`src/source/probe_pkg.sv`:
```
`default_nettype none

package probe_pkg;

    // Bits 15:14 of an address pick the region and the rest is per-region detail
    typedef logic [15:0] io_addr_t;
    typedef logic [15:0] io_data_t;

    // Rising edges of the measured input seen in one gate window
    typedef logic [27:0] freq_code_t;

    typedef logic [7:0] lcd_data_t;

    typedef enum logic [1:0] {
        region_lcd  = 2'd0,
        region_freq = 2'd1,
        region_i2c  = 2'd2,
        region_irq  = 2'd3
    } io_region_t;

endpackage

`default_nettype wire

```
`src/source/frequency_counter.sv`:
```
`timescale 1ns/1ps
`default_nettype none

module frequency_counter #(
    parameter int GATE_CYCLES = 1000
) (
    input  wire logic                  clk,
    input  wire logic                  rst_n,
    input  wire logic                  sig,
    input  wire logic                  freq_clear,
    output probe_pkg::freq_code_t      code,
    output logic                       ready
);

    localparam int GATE_W = $clog2(GATE_CYCLES);

    logic [2:0]            sig_sync;   // Two sync stages plus one for edge detect
    logic                  rise;
    logic                  gate_end;
    logic [GATE_W-1:0]     gate_cnt;
    probe_pkg::freq_code_t edge_cnt;

    assign rise     = sig_sync[1] & ~sig_sync[2];
    assign gate_end = (gate_cnt == GATE_W'(GATE_CYCLES - 1));

    always_ff @(posedge clk) begin
        if (!rst_n) begin
            sig_sync <= '0;
            gate_cnt <= '0;
            edge_cnt <= '0;
            ready    <= 1'b0;
        end else begin
            sig_sync <= {sig_sync[1:0], sig};
            if (gate_end) begin
                gate_cnt <= '0;
                edge_cnt <= '0;         // Next window starts right away
                ready    <= 1'b1;
            end else begin
                gate_cnt <= gate_cnt + 1'b1;
                edge_cnt <= edge_cnt + probe_pkg::freq_code_t'(rise);
                if (freq_clear)
                    ready <= 1'b0;
            end
        end
    end

    // The edge on the last gate cycle still belongs to this window
    always_ff @(posedge clk) begin
        if (gate_end)
            code <= edge_cnt + probe_pkg::freq_code_t'(rise);
    end

endmodule

`default_nettype wire

```
`src/source/logic_probe_led.sv`:
```
`timescale 1ns/1ps
`default_nettype none

module logic_probe_led #(
    parameter int STRETCH_WIDTH = 16
) (
    input  wire logic clk,
    input  wire logic rst_n,
    input  wire logic comp_hi,
    input  wire logic comp_lo,
    output logic      led_one,
    output logic      led_zero,
    output logic      led_floating,
    output logic      led_pulse
);

    logic [1:0]               hi_sync;
    logic [1:0]               lo_sync;
    logic [2:0]               level;      // One-hot {one, zero, floating}
    logic                     changed;
    logic [STRETCH_WIDTH-1:0] stretch;

    always_comb begin
        if (hi_sync[1])
            level = 3'b100;
        else if (!lo_sync[1])
            level = 3'b010;
        else
            level = 3'b001;     // Between thresholds, nothing is driving the tip
    end

    // The LED registers hold the previous level, so compare against them
    assign changed = (level != {led_one, led_zero, led_floating});

    always_ff @(posedge clk) begin
        if (!rst_n) begin
            hi_sync      <= '0;
            lo_sync      <= '0;
            led_one      <= 1'b0;
            led_zero     <= 1'b0;
            led_floating <= 1'b0;
            led_pulse    <= 1'b0;
            stretch      <= '0;
        end else begin
            hi_sync <= {hi_sync[0], comp_hi};
            lo_sync <= {lo_sync[0], comp_lo};
            {led_one, led_zero, led_floating} <= level;
            led_pulse <= changed || (stretch != '0);
            if (changed)
                stretch <= '1;
            else if (stretch != '0)
                stretch <= stretch - 1'b1;
        end
    end

endmodule

`default_nettype wire

```
`src/source/io_arbiter.sv`:
```
`timescale 1ns/1ps
`default_nettype none

module io_arbiter (
    input  wire logic                clk,
    input  wire logic                rst_n,
    input  wire logic                host_req,
    input  wire logic                host_we,
    input  wire probe_pkg::io_addr_t host_addr,
    input  wire probe_pkg::io_data_t host_wdata,
    output logic                     host_gnt,
    output logic                     host_rvalid,
    output probe_pkg::io_data_t      host_rdata,
    input  wire logic                log_req,
    input  wire logic                log_we,
    input  wire probe_pkg::io_addr_t log_addr,
    input  wire probe_pkg::io_data_t log_wdata,
    output logic                     log_gnt,
    output logic                     log_rvalid,
    output probe_pkg::io_data_t      log_rdata,
    output logic                     bus_sel,
    output logic                     bus_we,
    output probe_pkg::io_addr_t      bus_addr,
    output probe_pkg::io_data_t      bus_wdata,
    input  wire probe_pkg::io_data_t bus_rdata
);

    assign host_gnt = host_req;                 // Host is never blocked
    assign log_gnt  = log_req & ~host_req;

    assign bus_sel   = host_req | log_req;
    assign bus_we    = host_req ? host_we    : log_we;
    assign bus_addr  = host_req ? host_addr  : log_addr;
    assign bus_wdata = host_req ? host_wdata : log_wdata;

    // Remember the winner so the registered read data goes back to it
    always_ff @(posedge clk) begin
        if (!rst_n) begin
            host_rvalid <= 1'b0;
            log_rvalid  <= 1'b0;
        end else begin
            host_rvalid <= host_gnt;
            log_rvalid  <= log_gnt;
        end
    end

    assign host_rdata = host_rvalid ? bus_rdata : '0;
    assign log_rdata  = log_rvalid  ? bus_rdata : '0;

endmodule

`default_nettype wire

```
`src/source/io_registers.sv`:
```
`timescale 1ns/1ps
`default_nettype none

module io_registers #(
    parameter int TIMER_BITS = 20
) (
    input  wire logic                  clk,
    input  wire logic                  rst_n,
    input  wire logic                  bus_sel,
    input  wire logic                  bus_we,
    input  wire probe_pkg::io_addr_t   bus_addr,
    input  wire probe_pkg::io_data_t   bus_wdata,
    output probe_pkg::io_data_t        bus_rdata,
    input  wire probe_pkg::freq_code_t code,
    input  wire logic                  ready,
    output logic                       freq_clear,
    output probe_pkg::lcd_data_t       lcd_data,
    output logic                       lcd_dc,
    output logic                       lcd_e,
    output logic                       scl_low,
    output logic                       sda_low,
    input  wire logic                  scl_in,
    input  wire logic                  sda_in,
    input  wire logic                  button,
    output logic                       timer_irq
);

    probe_pkg::io_region_t region;
    logic                  wr;
    logic                  rd;
    logic [TIMER_BITS-1:0] timer;

    assign region = probe_pkg::io_region_t'(bus_addr[15:14]);
    assign wr     = bus_sel & bus_we;
    assign rd     = bus_sel & ~bus_we;

    always_ff @(posedge clk) begin
        if (!rst_n) begin
            lcd_dc     <= 1'b0;
            lcd_e      <= 1'b0;
            scl_low    <= 1'b0;
            sda_low    <= 1'b0;
            freq_clear <= 1'b0;
        end else begin
            // Reading the low half consumes the result
            freq_clear <= rd && (region == probe_pkg::region_freq) && !bus_addr[0];
            if (wr && region == probe_pkg::region_lcd)
                {lcd_dc, lcd_e} <= bus_addr[1:0];
            if (wr && region == probe_pkg::region_i2c) begin
                scl_low <= ~bus_wdata[1];   // A one releases the line
                sda_low <= ~bus_wdata[0];
            end
        end
    end

    always_ff @(posedge clk) begin
        if (wr && region == probe_pkg::region_lcd)
            lcd_data <= bus_wdata[7:0];
        if (rd) begin
            case (region)
                probe_pkg::region_freq:
                    bus_rdata <= bus_addr[0] ? {ready, 3'b000, code[27:16]} : code[15:0];
                probe_pkg::region_i2c:
                    bus_rdata <= {13'd0, button, scl_in, sda_in};
                default:
                    bus_rdata <= '0;
            endcase
        end
    end

    // The timer runs freely and a set wins over a clear in the same cycle
    always_ff @(posedge clk) begin
        if (!rst_n) begin
            timer     <= '0;
            timer_irq <= 1'b0;
        end else begin
            timer <= timer + 1'b1;
            if (timer == '1)
                timer_irq <= 1'b1;
            else if (wr && region == probe_pkg::region_irq && bus_wdata[0])
                timer_irq <= 1'b0;
        end
    end

endmodule

`default_nettype wire

```
`src/source/freq_logger.sv`:
```
`timescale 1ns/1ps
`default_nettype none

module freq_logger (
    input  wire logic                clk,
    input  wire logic                rst_n,
    input  wire logic                ready,
    output logic                     req,
    output logic                     we,
    output probe_pkg::io_addr_t      addr,
    output probe_pkg::io_data_t      wdata,
    input  wire logic                gnt,
    input  wire logic                rvalid,
    input  wire probe_pkg::io_data_t rdata,
    output probe_pkg::freq_code_t    log_code,
    output logic [7:0]               log_count
);

    typedef enum logic [2:0] {
        idle,
        read_hi,
        wait_hi,
        read_lo,
        wait_lo,
        settle
    } state_t;

    state_t      state;
    logic [11:0] code_hi;

    assign req   = (state == read_hi) || (state == read_lo);
    assign we    = 1'b0;      // The logger only ever reads
    assign wdata = '0;
    assign addr  = {probe_pkg::region_freq, 13'd0, state == read_hi};

    always_ff @(posedge clk) begin
        if (!rst_n) begin
            state     <= idle;
            log_count <= '0;
        end else begin
            case (state)
                idle:    if (ready) state <= read_hi;
                read_hi: if (gnt) state <= wait_hi;
                wait_hi: if (rvalid) state <= read_lo;
                read_lo: if (gnt) state <= wait_lo;
                wait_lo: if (rvalid) begin
                    state     <= settle;
                    log_count <= log_count + 1'b1;
                end
                default: state <= idle;   // Lets the cleared ready flag settle
            endcase
        end
    end

    always_ff @(posedge clk) begin
        if (state == wait_hi && rvalid)
            code_hi <= rdata[11:0];
        if (state == wait_lo && rvalid)
            log_code <= {code_hi, rdata};
    end

endmodule

`default_nettype wire

```
`src/source/probe_top.sv`:
```
`timescale 1ns/1ps
`default_nettype none

module probe_top #(
    parameter int GATE_CYCLES   = 1000,
    parameter int STRETCH_WIDTH = 16,
    parameter int TIMER_BITS    = 20
) (
    input  wire logic                clk,
    input  wire logic                rst_n,
    input  wire logic                host_req,
    input  wire logic                host_we,
    input  wire probe_pkg::io_addr_t host_addr,
    input  wire probe_pkg::io_data_t host_wdata,
    output logic                     host_gnt,
    output logic                     host_rvalid,
    output probe_pkg::io_data_t      host_rdata,
    input  wire logic                sig_hi,
    input  wire logic                sig_lo,
    input  wire logic                button,
    input  wire logic                scl_in,
    input  wire logic                sda_in,
    output logic                     led_one,
    output logic                     led_zero,
    output logic                     led_floating,
    output logic                     led_pulse,
    output probe_pkg::lcd_data_t     lcd_data,
    output logic                     lcd_dc,
    output logic                     lcd_e,
    output logic                     scl_low,
    output logic                     sda_low,
    output logic                     timer_irq,
    output probe_pkg::freq_code_t    log_code,
    output logic [7:0]               log_count
);

    probe_pkg::freq_code_t code;
    logic                  ready;
    logic                  freq_clear;

    logic                  log_req, log_we, log_gnt, log_rvalid;
    probe_pkg::io_addr_t   log_addr;
    probe_pkg::io_data_t   log_wdata, log_rdata;

    logic                  bus_sel, bus_we;
    probe_pkg::io_addr_t   bus_addr;
    probe_pkg::io_data_t   bus_wdata, bus_rdata;

    frequency_counter #(.GATE_CYCLES(GATE_CYCLES)) u_freq (
        .clk(clk), .rst_n(rst_n), .sig(sig_hi), .freq_clear(freq_clear),
        .code(code), .ready(ready)
    );

    logic_probe_led #(.STRETCH_WIDTH(STRETCH_WIDTH)) u_probe (
        .clk(clk), .rst_n(rst_n), .comp_hi(sig_hi), .comp_lo(sig_lo),
        .led_one(led_one), .led_zero(led_zero), .led_floating(led_floating),
        .led_pulse(led_pulse)
    );

    // The counter's ready doubles as the logger's interrupt line
    freq_logger u_logger (
        .clk(clk), .rst_n(rst_n), .ready(ready),
        .req(log_req), .we(log_we), .addr(log_addr), .wdata(log_wdata),
        .gnt(log_gnt), .rvalid(log_rvalid), .rdata(log_rdata),
        .log_code(log_code), .log_count(log_count)
    );

    io_arbiter u_arb (
        .clk(clk), .rst_n(rst_n),
        .host_req(host_req), .host_we(host_we), .host_addr(host_addr),
        .host_wdata(host_wdata), .host_gnt(host_gnt), .host_rvalid(host_rvalid),
        .host_rdata(host_rdata),
        .log_req(log_req), .log_we(log_we), .log_addr(log_addr),
        .log_wdata(log_wdata), .log_gnt(log_gnt), .log_rvalid(log_rvalid),
        .log_rdata(log_rdata),
        .bus_sel(bus_sel), .bus_we(bus_we), .bus_addr(bus_addr),
        .bus_wdata(bus_wdata), .bus_rdata(bus_rdata)
    );

    io_registers #(.TIMER_BITS(TIMER_BITS)) u_regs (
        .clk(clk), .rst_n(rst_n),
        .bus_sel(bus_sel), .bus_we(bus_we), .bus_addr(bus_addr),
        .bus_wdata(bus_wdata), .bus_rdata(bus_rdata),
        .code(code), .ready(ready), .freq_clear(freq_clear),
        .lcd_data(lcd_data), .lcd_dc(lcd_dc), .lcd_e(lcd_e),
        .scl_low(scl_low), .sda_low(sda_low), .scl_in(scl_in), .sda_in(sda_in),
        .button(button), .timer_irq(timer_irq)
    );

endmodule

`default_nettype wire

```
`config.mk`:
```
export PLATFORM = sky130hd
export DESIGN_NAME = probe_top
export DESIGN_NICKNAME = d
export VERILOG_FILES = /design/src/source/probe_pkg.sv /design/src/source/frequency_counter.sv /design/src/source/logic_probe_led.sv /design/src/source/io_arbiter.sv /design/src/source/io_registers.sv /design/src/source/freq_logger.sv /design/src/source/probe_top.sv
export SDC_FILE = /design/constraint.sdc
export NUM_CORES = 1
export LEC_CHECK = 0
export BUFFER_PORTS_ARGS = -buffer_cell sky130_fd_sc_hd__buf_4
export CELL_PAD_IN_SITES_DETAIL_PLACEMENT = 1
export CELL_PAD_IN_SITES_GLOBAL_PLACEMENT = 1
export CORE_ASPECT_RATIO = 1.1
export CORE_UTILIZATION = 45
export DETAILED_ROUTE_END_ITERATION = 8
export PLACE_DENSITY = 0.87
export SYNTH_ARGS = -nofsm -noshare
export SYNTH_HDL_FRONTEND = slang
export SYNTH_SLANG_ARGS = --single-unit
```
`constraint.sdc`:
```
create_clock -name clk -period 3.4 [get_ports clk]
set_clock_uncertainty 0.1 [all_clocks]
set_input_delay 0.34 -clock clk [delete_from_list [all_inputs] [get_ports clk]]
set_output_delay 0.34 -clock clk [all_outputs]
set_load 0.02 [all_outputs]
```
[Yosys cells after proc, flatten, opt, wreduce, memory -nomap -nowiden]
Index checks and enable logic that the tools add are counted.
Operators by class
  reductions and logical operators: 20
  add/sub/neg operators: 5
  bitwise operators: 11
  equal/unequal tests: 15
  multiplexer cells: 21
Operators by type and width (number)
  $mux W16: 5
  $pmux W16 S2: 1
  $add A28 B1 Y28: 1
  $add A20 B1 Y20 const B: 1
  $eq A20 B20 Y1 const B: 1
  $mux W3: 6
  $reduce_bool A16 Y1: 1
  $sub A16 B1 Y16 const B: 1
  $pmux W3 S5: 1
  $mux W12: 1
  $add A10 B1 Y10 const B: 1
  $eq A10 B10 Y1 const B: 1
  $add A8 B1 Y8 const B: 1
  $logic_and A1 B1 Y1: 8
  $eq A3 B2 Y1 const B: 2
  $ne A2 B2 Y1 const B: 3
  $not A1 Y1: 6
  $reduce_bool A2 Y1: 3
  $mux W1: 5
  $reduce_and A5 Y1: 1
  $and A1 B1 Y1: 4
  $eq A2 B2 Y1 const B: 2
  $mux W2: 2
  $ne A2 B1 Y1 const B: 2
  11 further kinds: 12
Word-level totals
  register bits after elaboration: 197
  logic and storage cells: 101

[Depth between registers and ports, before layout]
  word-level depth: 8
  depth in mapped cells: 9
  gate-level depth less buffers: 9

[Cells and area by module]
Synthesis repeated with hierarchy kept, for this count alone.
Second synthesis, totals
  cells, all modules: 769
  area, all modules: 8956.1 sq um
By module, submodules not included
  frequency_counter: area an instance 2805.2 sq um, instances 1, cells each 250
  io_registers: area an instance 2209.6 sq um, instances 1, cells each 189
  freq_logger: area an instance 2028.2 sq um, instances 1, cells each 132
  logic_probe_led: area an instance 1098.6 sq um, instances 1, cells each 120
  io_arbiter: area an instance 814.5 sq um, instances 1, cells each 78

[Worst setup path after synthesis]
OpenSTA, ideal clock, no wires.
  kind: flip-flop to flip-flop
  from: register u_logger.state[1]
  to: register u_logger.log_count[5]
  stages on the path, launching flop included: 8
  clock period less this slack: 2.550 ns
  setup slack: 0.850 ns
  arrival: 2.322 ns
  cells stage by stage: dfxtp_1 -> clkbuf_1 -> nor4bb_1 -> clkbuf_1 -> and4_1 -> nand3_1 -> xor2_1 -> nor2_1
Between the ends
  longest elaborated chain between the ends: 2
RTL lines
  start: declaration: line freq_logger.sv:28  | state_t state;
  start signal: assignment: line freq_logger.sv:38  | state <= idle;
  start signal: assignment: line freq_logger.sv:42  | idle: if (ready) state <= read_hi;
  start signal: assignment: line freq_logger.sv:43  | read_hi: if (gnt) state <= wait_hi;
  $eq A3 B3 Y1: line freq_logger.sv:41  | case (state)
  $reduce_and A2 Y1 (no source line)
  end signal: assignment: line freq_logger.sv:48  | log_count <= log_count + 1'b1;
  end: declaration: line freq_logger.sv:16  | output logic [7:0] log_count
No other way between the ends.
A chain may end at the register's enable or synchronous reset.

[Final worst setup path]
  from: register u_freq.sig_sync[1]
  to: register u_freq.edge_cnt[22]
Between the ends
  longest elaborated chain between the ends: 2
RTL lines
  start: declaration: line frequency_counter.sv:17  | logic [2:0] sig_sync;
  start signal: assignment: line frequency_counter.sv:33  | sig_sync <= {sig_sync[1:0], sig};
  $and A1 B1 Y1: line frequency_counter.sv:23  | assign rise = sig_sync[1] & ~sig_sync[2];
  $add A28 B1 Y28: line frequency_counter.sv:40  | edge_cnt <= edge_cnt + probe_pkg::freq_code_t'(rise);
  end signal: assignment: line frequency_counter.sv:40
  end: declaration: line frequency_counter.sv:21  | probe_pkg::freq_code_t edge_cnt;
No other way between the ends.

==> results by group <==
Run status
  • Status: finished clean

Critical path
  • CP max FO: 7
  • Critical Path, Cell by Cell: ha_1 -> ha_1 -> ha_1 -> nand4_1 -> nor4_1 -> buf_4 -> nand4_1 -> xnor2_1 -> nor2b_1
  • Slowest-stage cell, CP: nor4_1
  • Startpoint Class: register
  • Setup CP Type: register to register
  • Crit. End Element: register
  • Critical Path AT: 2.90 ns
  • WP data required: 3.60 ns
  • Crit path top cell by count: ha_1
  • Max incr delay on CP: 0.52 ns

GRT
  • Pin count of the biggest net entering global routing: 56
  • GRT met3 Usage: 0.04163
  • Met2 usage: 0.4202
  • Vias in the first global route: 5948
  • GR Overflow Total: 0
  • All-Layer GR Usage: 0.2231
  • Antenna violations before repair: 0
  • Busiest grt layer: met2
  • First-pass GRT wire length: 30760 µm
  • GR Util met1: 0.2391

Cells and area
  • Layout area overhead: 19.86%
  • Antenna Cells: 0
  • Fin nets: 819
  • Ratio of cells with drive above 1 in the final layout: 0.1795

Yosys
  • Post-synth ARST share: 0
  • Commonest cells in the netlist: dfxtp_1, edfxtp_1, nor2_1
  • Dominant cell type by area after synthesis: edfxtp_1
  • Synth Area in XOR/XNOR: 0.07541
  • Gate Count Post-Synth: 672
  • Post-Synthesis Cell Area: 7781 µm²
  • Top_reg_cell synth: dfxtp_1
  • Register area share after synthesis: 0.6175
  • Mux cell area share after synthesis: 0.02106
  • Synth top area share: 0.3550
  • Most common cell in the netlist: dfxtp_1
  • Synth Register Bits: 194
  • Largest family of logic cells by synthesized area: simple AND/OR/NAND/NOR gates
  • Post-synthesis compound-gate area fraction: 0.03747
  • EDFF count, synth: between 90 and 100
  • Post-synthesis adder-cell area fraction: 0.01769
  • Yosys warnings: 0
  • Post-synth cell types: 48
  • Synth area leaders: edfxtp_1, dfxtp_1, xor2_1, and2_1, nor2_1
  • Post-synthesis simple-gate area fraction: 0.2105
  • Synth Net Count: 724
  • Synthesized area per cell: 11.58 µm²

CTS
  • Worst-Skew Late Latency: approximately 0.44 ns
  • Root Buffer: clkbuf_16
  • Cts repair resizes: 0
  • Clock slew at reported path FFs: 0.07 ns
  • CTS buffer count: 17
  • Clk sink count: around 190
  • H-tree depth: 4
  • CTS tree: built
  • Clk buf depth: 2
  • Post-CTS Setup Inserts: 0

Timing
  • Hold Fails Final Rpt: 0
  • Worst-Margin Slew: 0.9870 ns
  • Final Cycle Share: 0.7957
  • Unrepaired setup endpoints after global routing: false
  • Slew Limit Headroom: 0.3411
  • Count of final max-slew check failures: 0
  • Final setup fails: 0
  • Min Hold Slack: approximately 0.0086 ns
  • Setup_tns: 0 ns
  • Post-route minimum period: 2.705 ns
  • Max Clk Rate: about 370 MHz

Pwr
  • Lkg Pwr: 0.003491 µW
  • Clk network pwr share: 0.415
  • Sw Share: 0.2347
  • Reg power frac: 0.536
  • Worst IR Drop VDD: 0.3462 mV
  • Pwr Total: 4705 µW
  • Cell Pwr Density: a little over 500 nW/µm²
  • Internal cell power: 3601 µW
  • NetSw: between 1000 and 1500 µW
  • Part of the power in combinational logic: 0.049

Routing
  • Detailed-route via count: 5406
  • Pre-antenna DRT Iters: 5
  • Wire per inst: 18.86 µm
  • Vias per cell: 5.331
  • Iteration-0 DRC Markers: 293
  • DRT Wirelength: 19130 µm
  • Antenna Violating Nets Remaining: 0
  • Residual DRC: 0

Worst hold path
  • Worst Hold Class: primary input to register

Floorplanning
  • # rows: 50
  • CORE AREA: 16950 µm²
  • Die X: 127.4 µm
  • DIE HEIGHT: 139.9 µm
  • Die area: 17820 µm²
  • I/O Pins: 112
  • Initial Util: 0.4590

Placed design
  • Post-DP HPWL: 13130 µm
  • Routability cong.: 0.7504
  • IO buf count: 91

Job
  • Max Cap Violations: 0
## logic make-up (layout without fill, tap and decap cells)
family	count (synthesis)	in the layout
multiplexers	16	16
AND/OR/NAND/NOR	298	298
buffers and inverters	40	148
AO/OA/AOI/OAI	46	46
adder cells (fa/ha/maj)	11	11
flip-flops	194	194
XOR/XNOR	67	67
## final timing paths
kind,start,endpoint,slack (ns),depth (start not counted)
hold / removal,sig_lo,u_probe.lo_sync[0]$_SDFF_PN0_,0.009,2
setup / recovery,u_freq.sig_sync[1]$_SDFF_PN0_,u_freq.edge_cnt[22]$_SDFF_PP0_,0.69,9
hold reg to reg,u_logger.code_hi[2]$_DFFE_PP_,u_logger.log_code[18]$_DFFE_PP_,0.32,0
setup reg to reg,u_freq.sig_sync[1]$_SDFF_PN0_,u_freq.edge_cnt[22]$_SDFF_PP0_,0.69,9
## stage by stage
stage / util / cell area, µm² / std cells / worst slack [ns]
2_1_floorplan: - / 7781 / 672 / 0.8500
3_3_place_gp: 0.5146 / 8725 / 979 / 0.8633
3_5_place_dp: 0.5146 / 8725 / 979 / 0.7317
4_1_cts: 0.5501 / 9326 / 1014 / 0.6612
5_1_grt: 0.5501 / 9326 / 1014 / 0.5225
6_report: 0.5501 / 9326 / 1014 / 0.6947
## state kept, by name (all words and copies together), names as in the netlist, 2 cells and up
signal and count:
u_freq.code 28, u_freq.edge_cnt 28, u_freq.gate_cnt 10, u_freq.sig_sync 3, u_logger.code_hi 12, u_logger.log_code 28
u_logger.log_count 8, u_logger.state 3, u_probe.lo_sync 2, u_probe.stretch 16, u_regs.bus_rdata 16, u_regs.lcd_data 8
u_regs.timer 20
## worst max-delay path, delay by kind of cell, from the launching register on
family / cells / cell delay [ns]
and+or+nand+nor: 4 / 0.95
adders and majority gates: 3 / 0.64
DFF: 1 / 0.46
buffers and inverters: 1 / 0.24
xor gates and xnor gates: 1 / 0.17
## power groups by stage
stage	sequential, µW	clock (µW)	combinational (µW)
3_3_place_gp	2570	0	212
3_5_place_dp	2570	0	227
5_1_grt	2520	2070	254
2_1_floorplan	2570	0	140
6_report	2520	1950	232
4_1_cts	2520	1980	234
## layout by cell type (no fill, tap or decap), types with 4 or more instances in the layout
cell type	n
inv_6	6
nor3b_1	7
or3_1	6
and4_1	8
xnor2_1	29
nand3_1	23
inv_1	15
nand4_1	17
buf_4	97
xor2_1	38
and2_1	50
edfxtp_1	92
a31oi_1	5
nor2b_1	23
nor2_1	72
o21ai_0	8
nor3_1	15
or4_1	4
mux2i_1	13
and3_1	24
nor4_1	10
nand2_1	27
clkbuf_16	17
clkinvlp_4	4
dfxtp_1	102
ha_1	11
a21oi_1	14
## repair_timing
item | CTS | global route
setup endpoints to repair | 0 | 0
hold buffers | 3 | 0
hold endpoints to repair | 3 | 0
## cell type report
type	count	area [µm²]
Inverter	16	60.06
Fill cell	1768	7627
Timing Repair Buffer	100	758.2
Tap cell	234	292.8
Clock inverter	15	146.4
Sequential cell	194	4805
Clock buffer	17	425.4
Multi-Input combinational cell	438	2839
## routing by layer
metal  wire length [µm]  share of wire
met5                  0              0
met1               7547           0.39
met3                626          0.033
met2              10520           0.55
met4                435          0.023
Note: power is estimated with default switching activity, not from simulation.
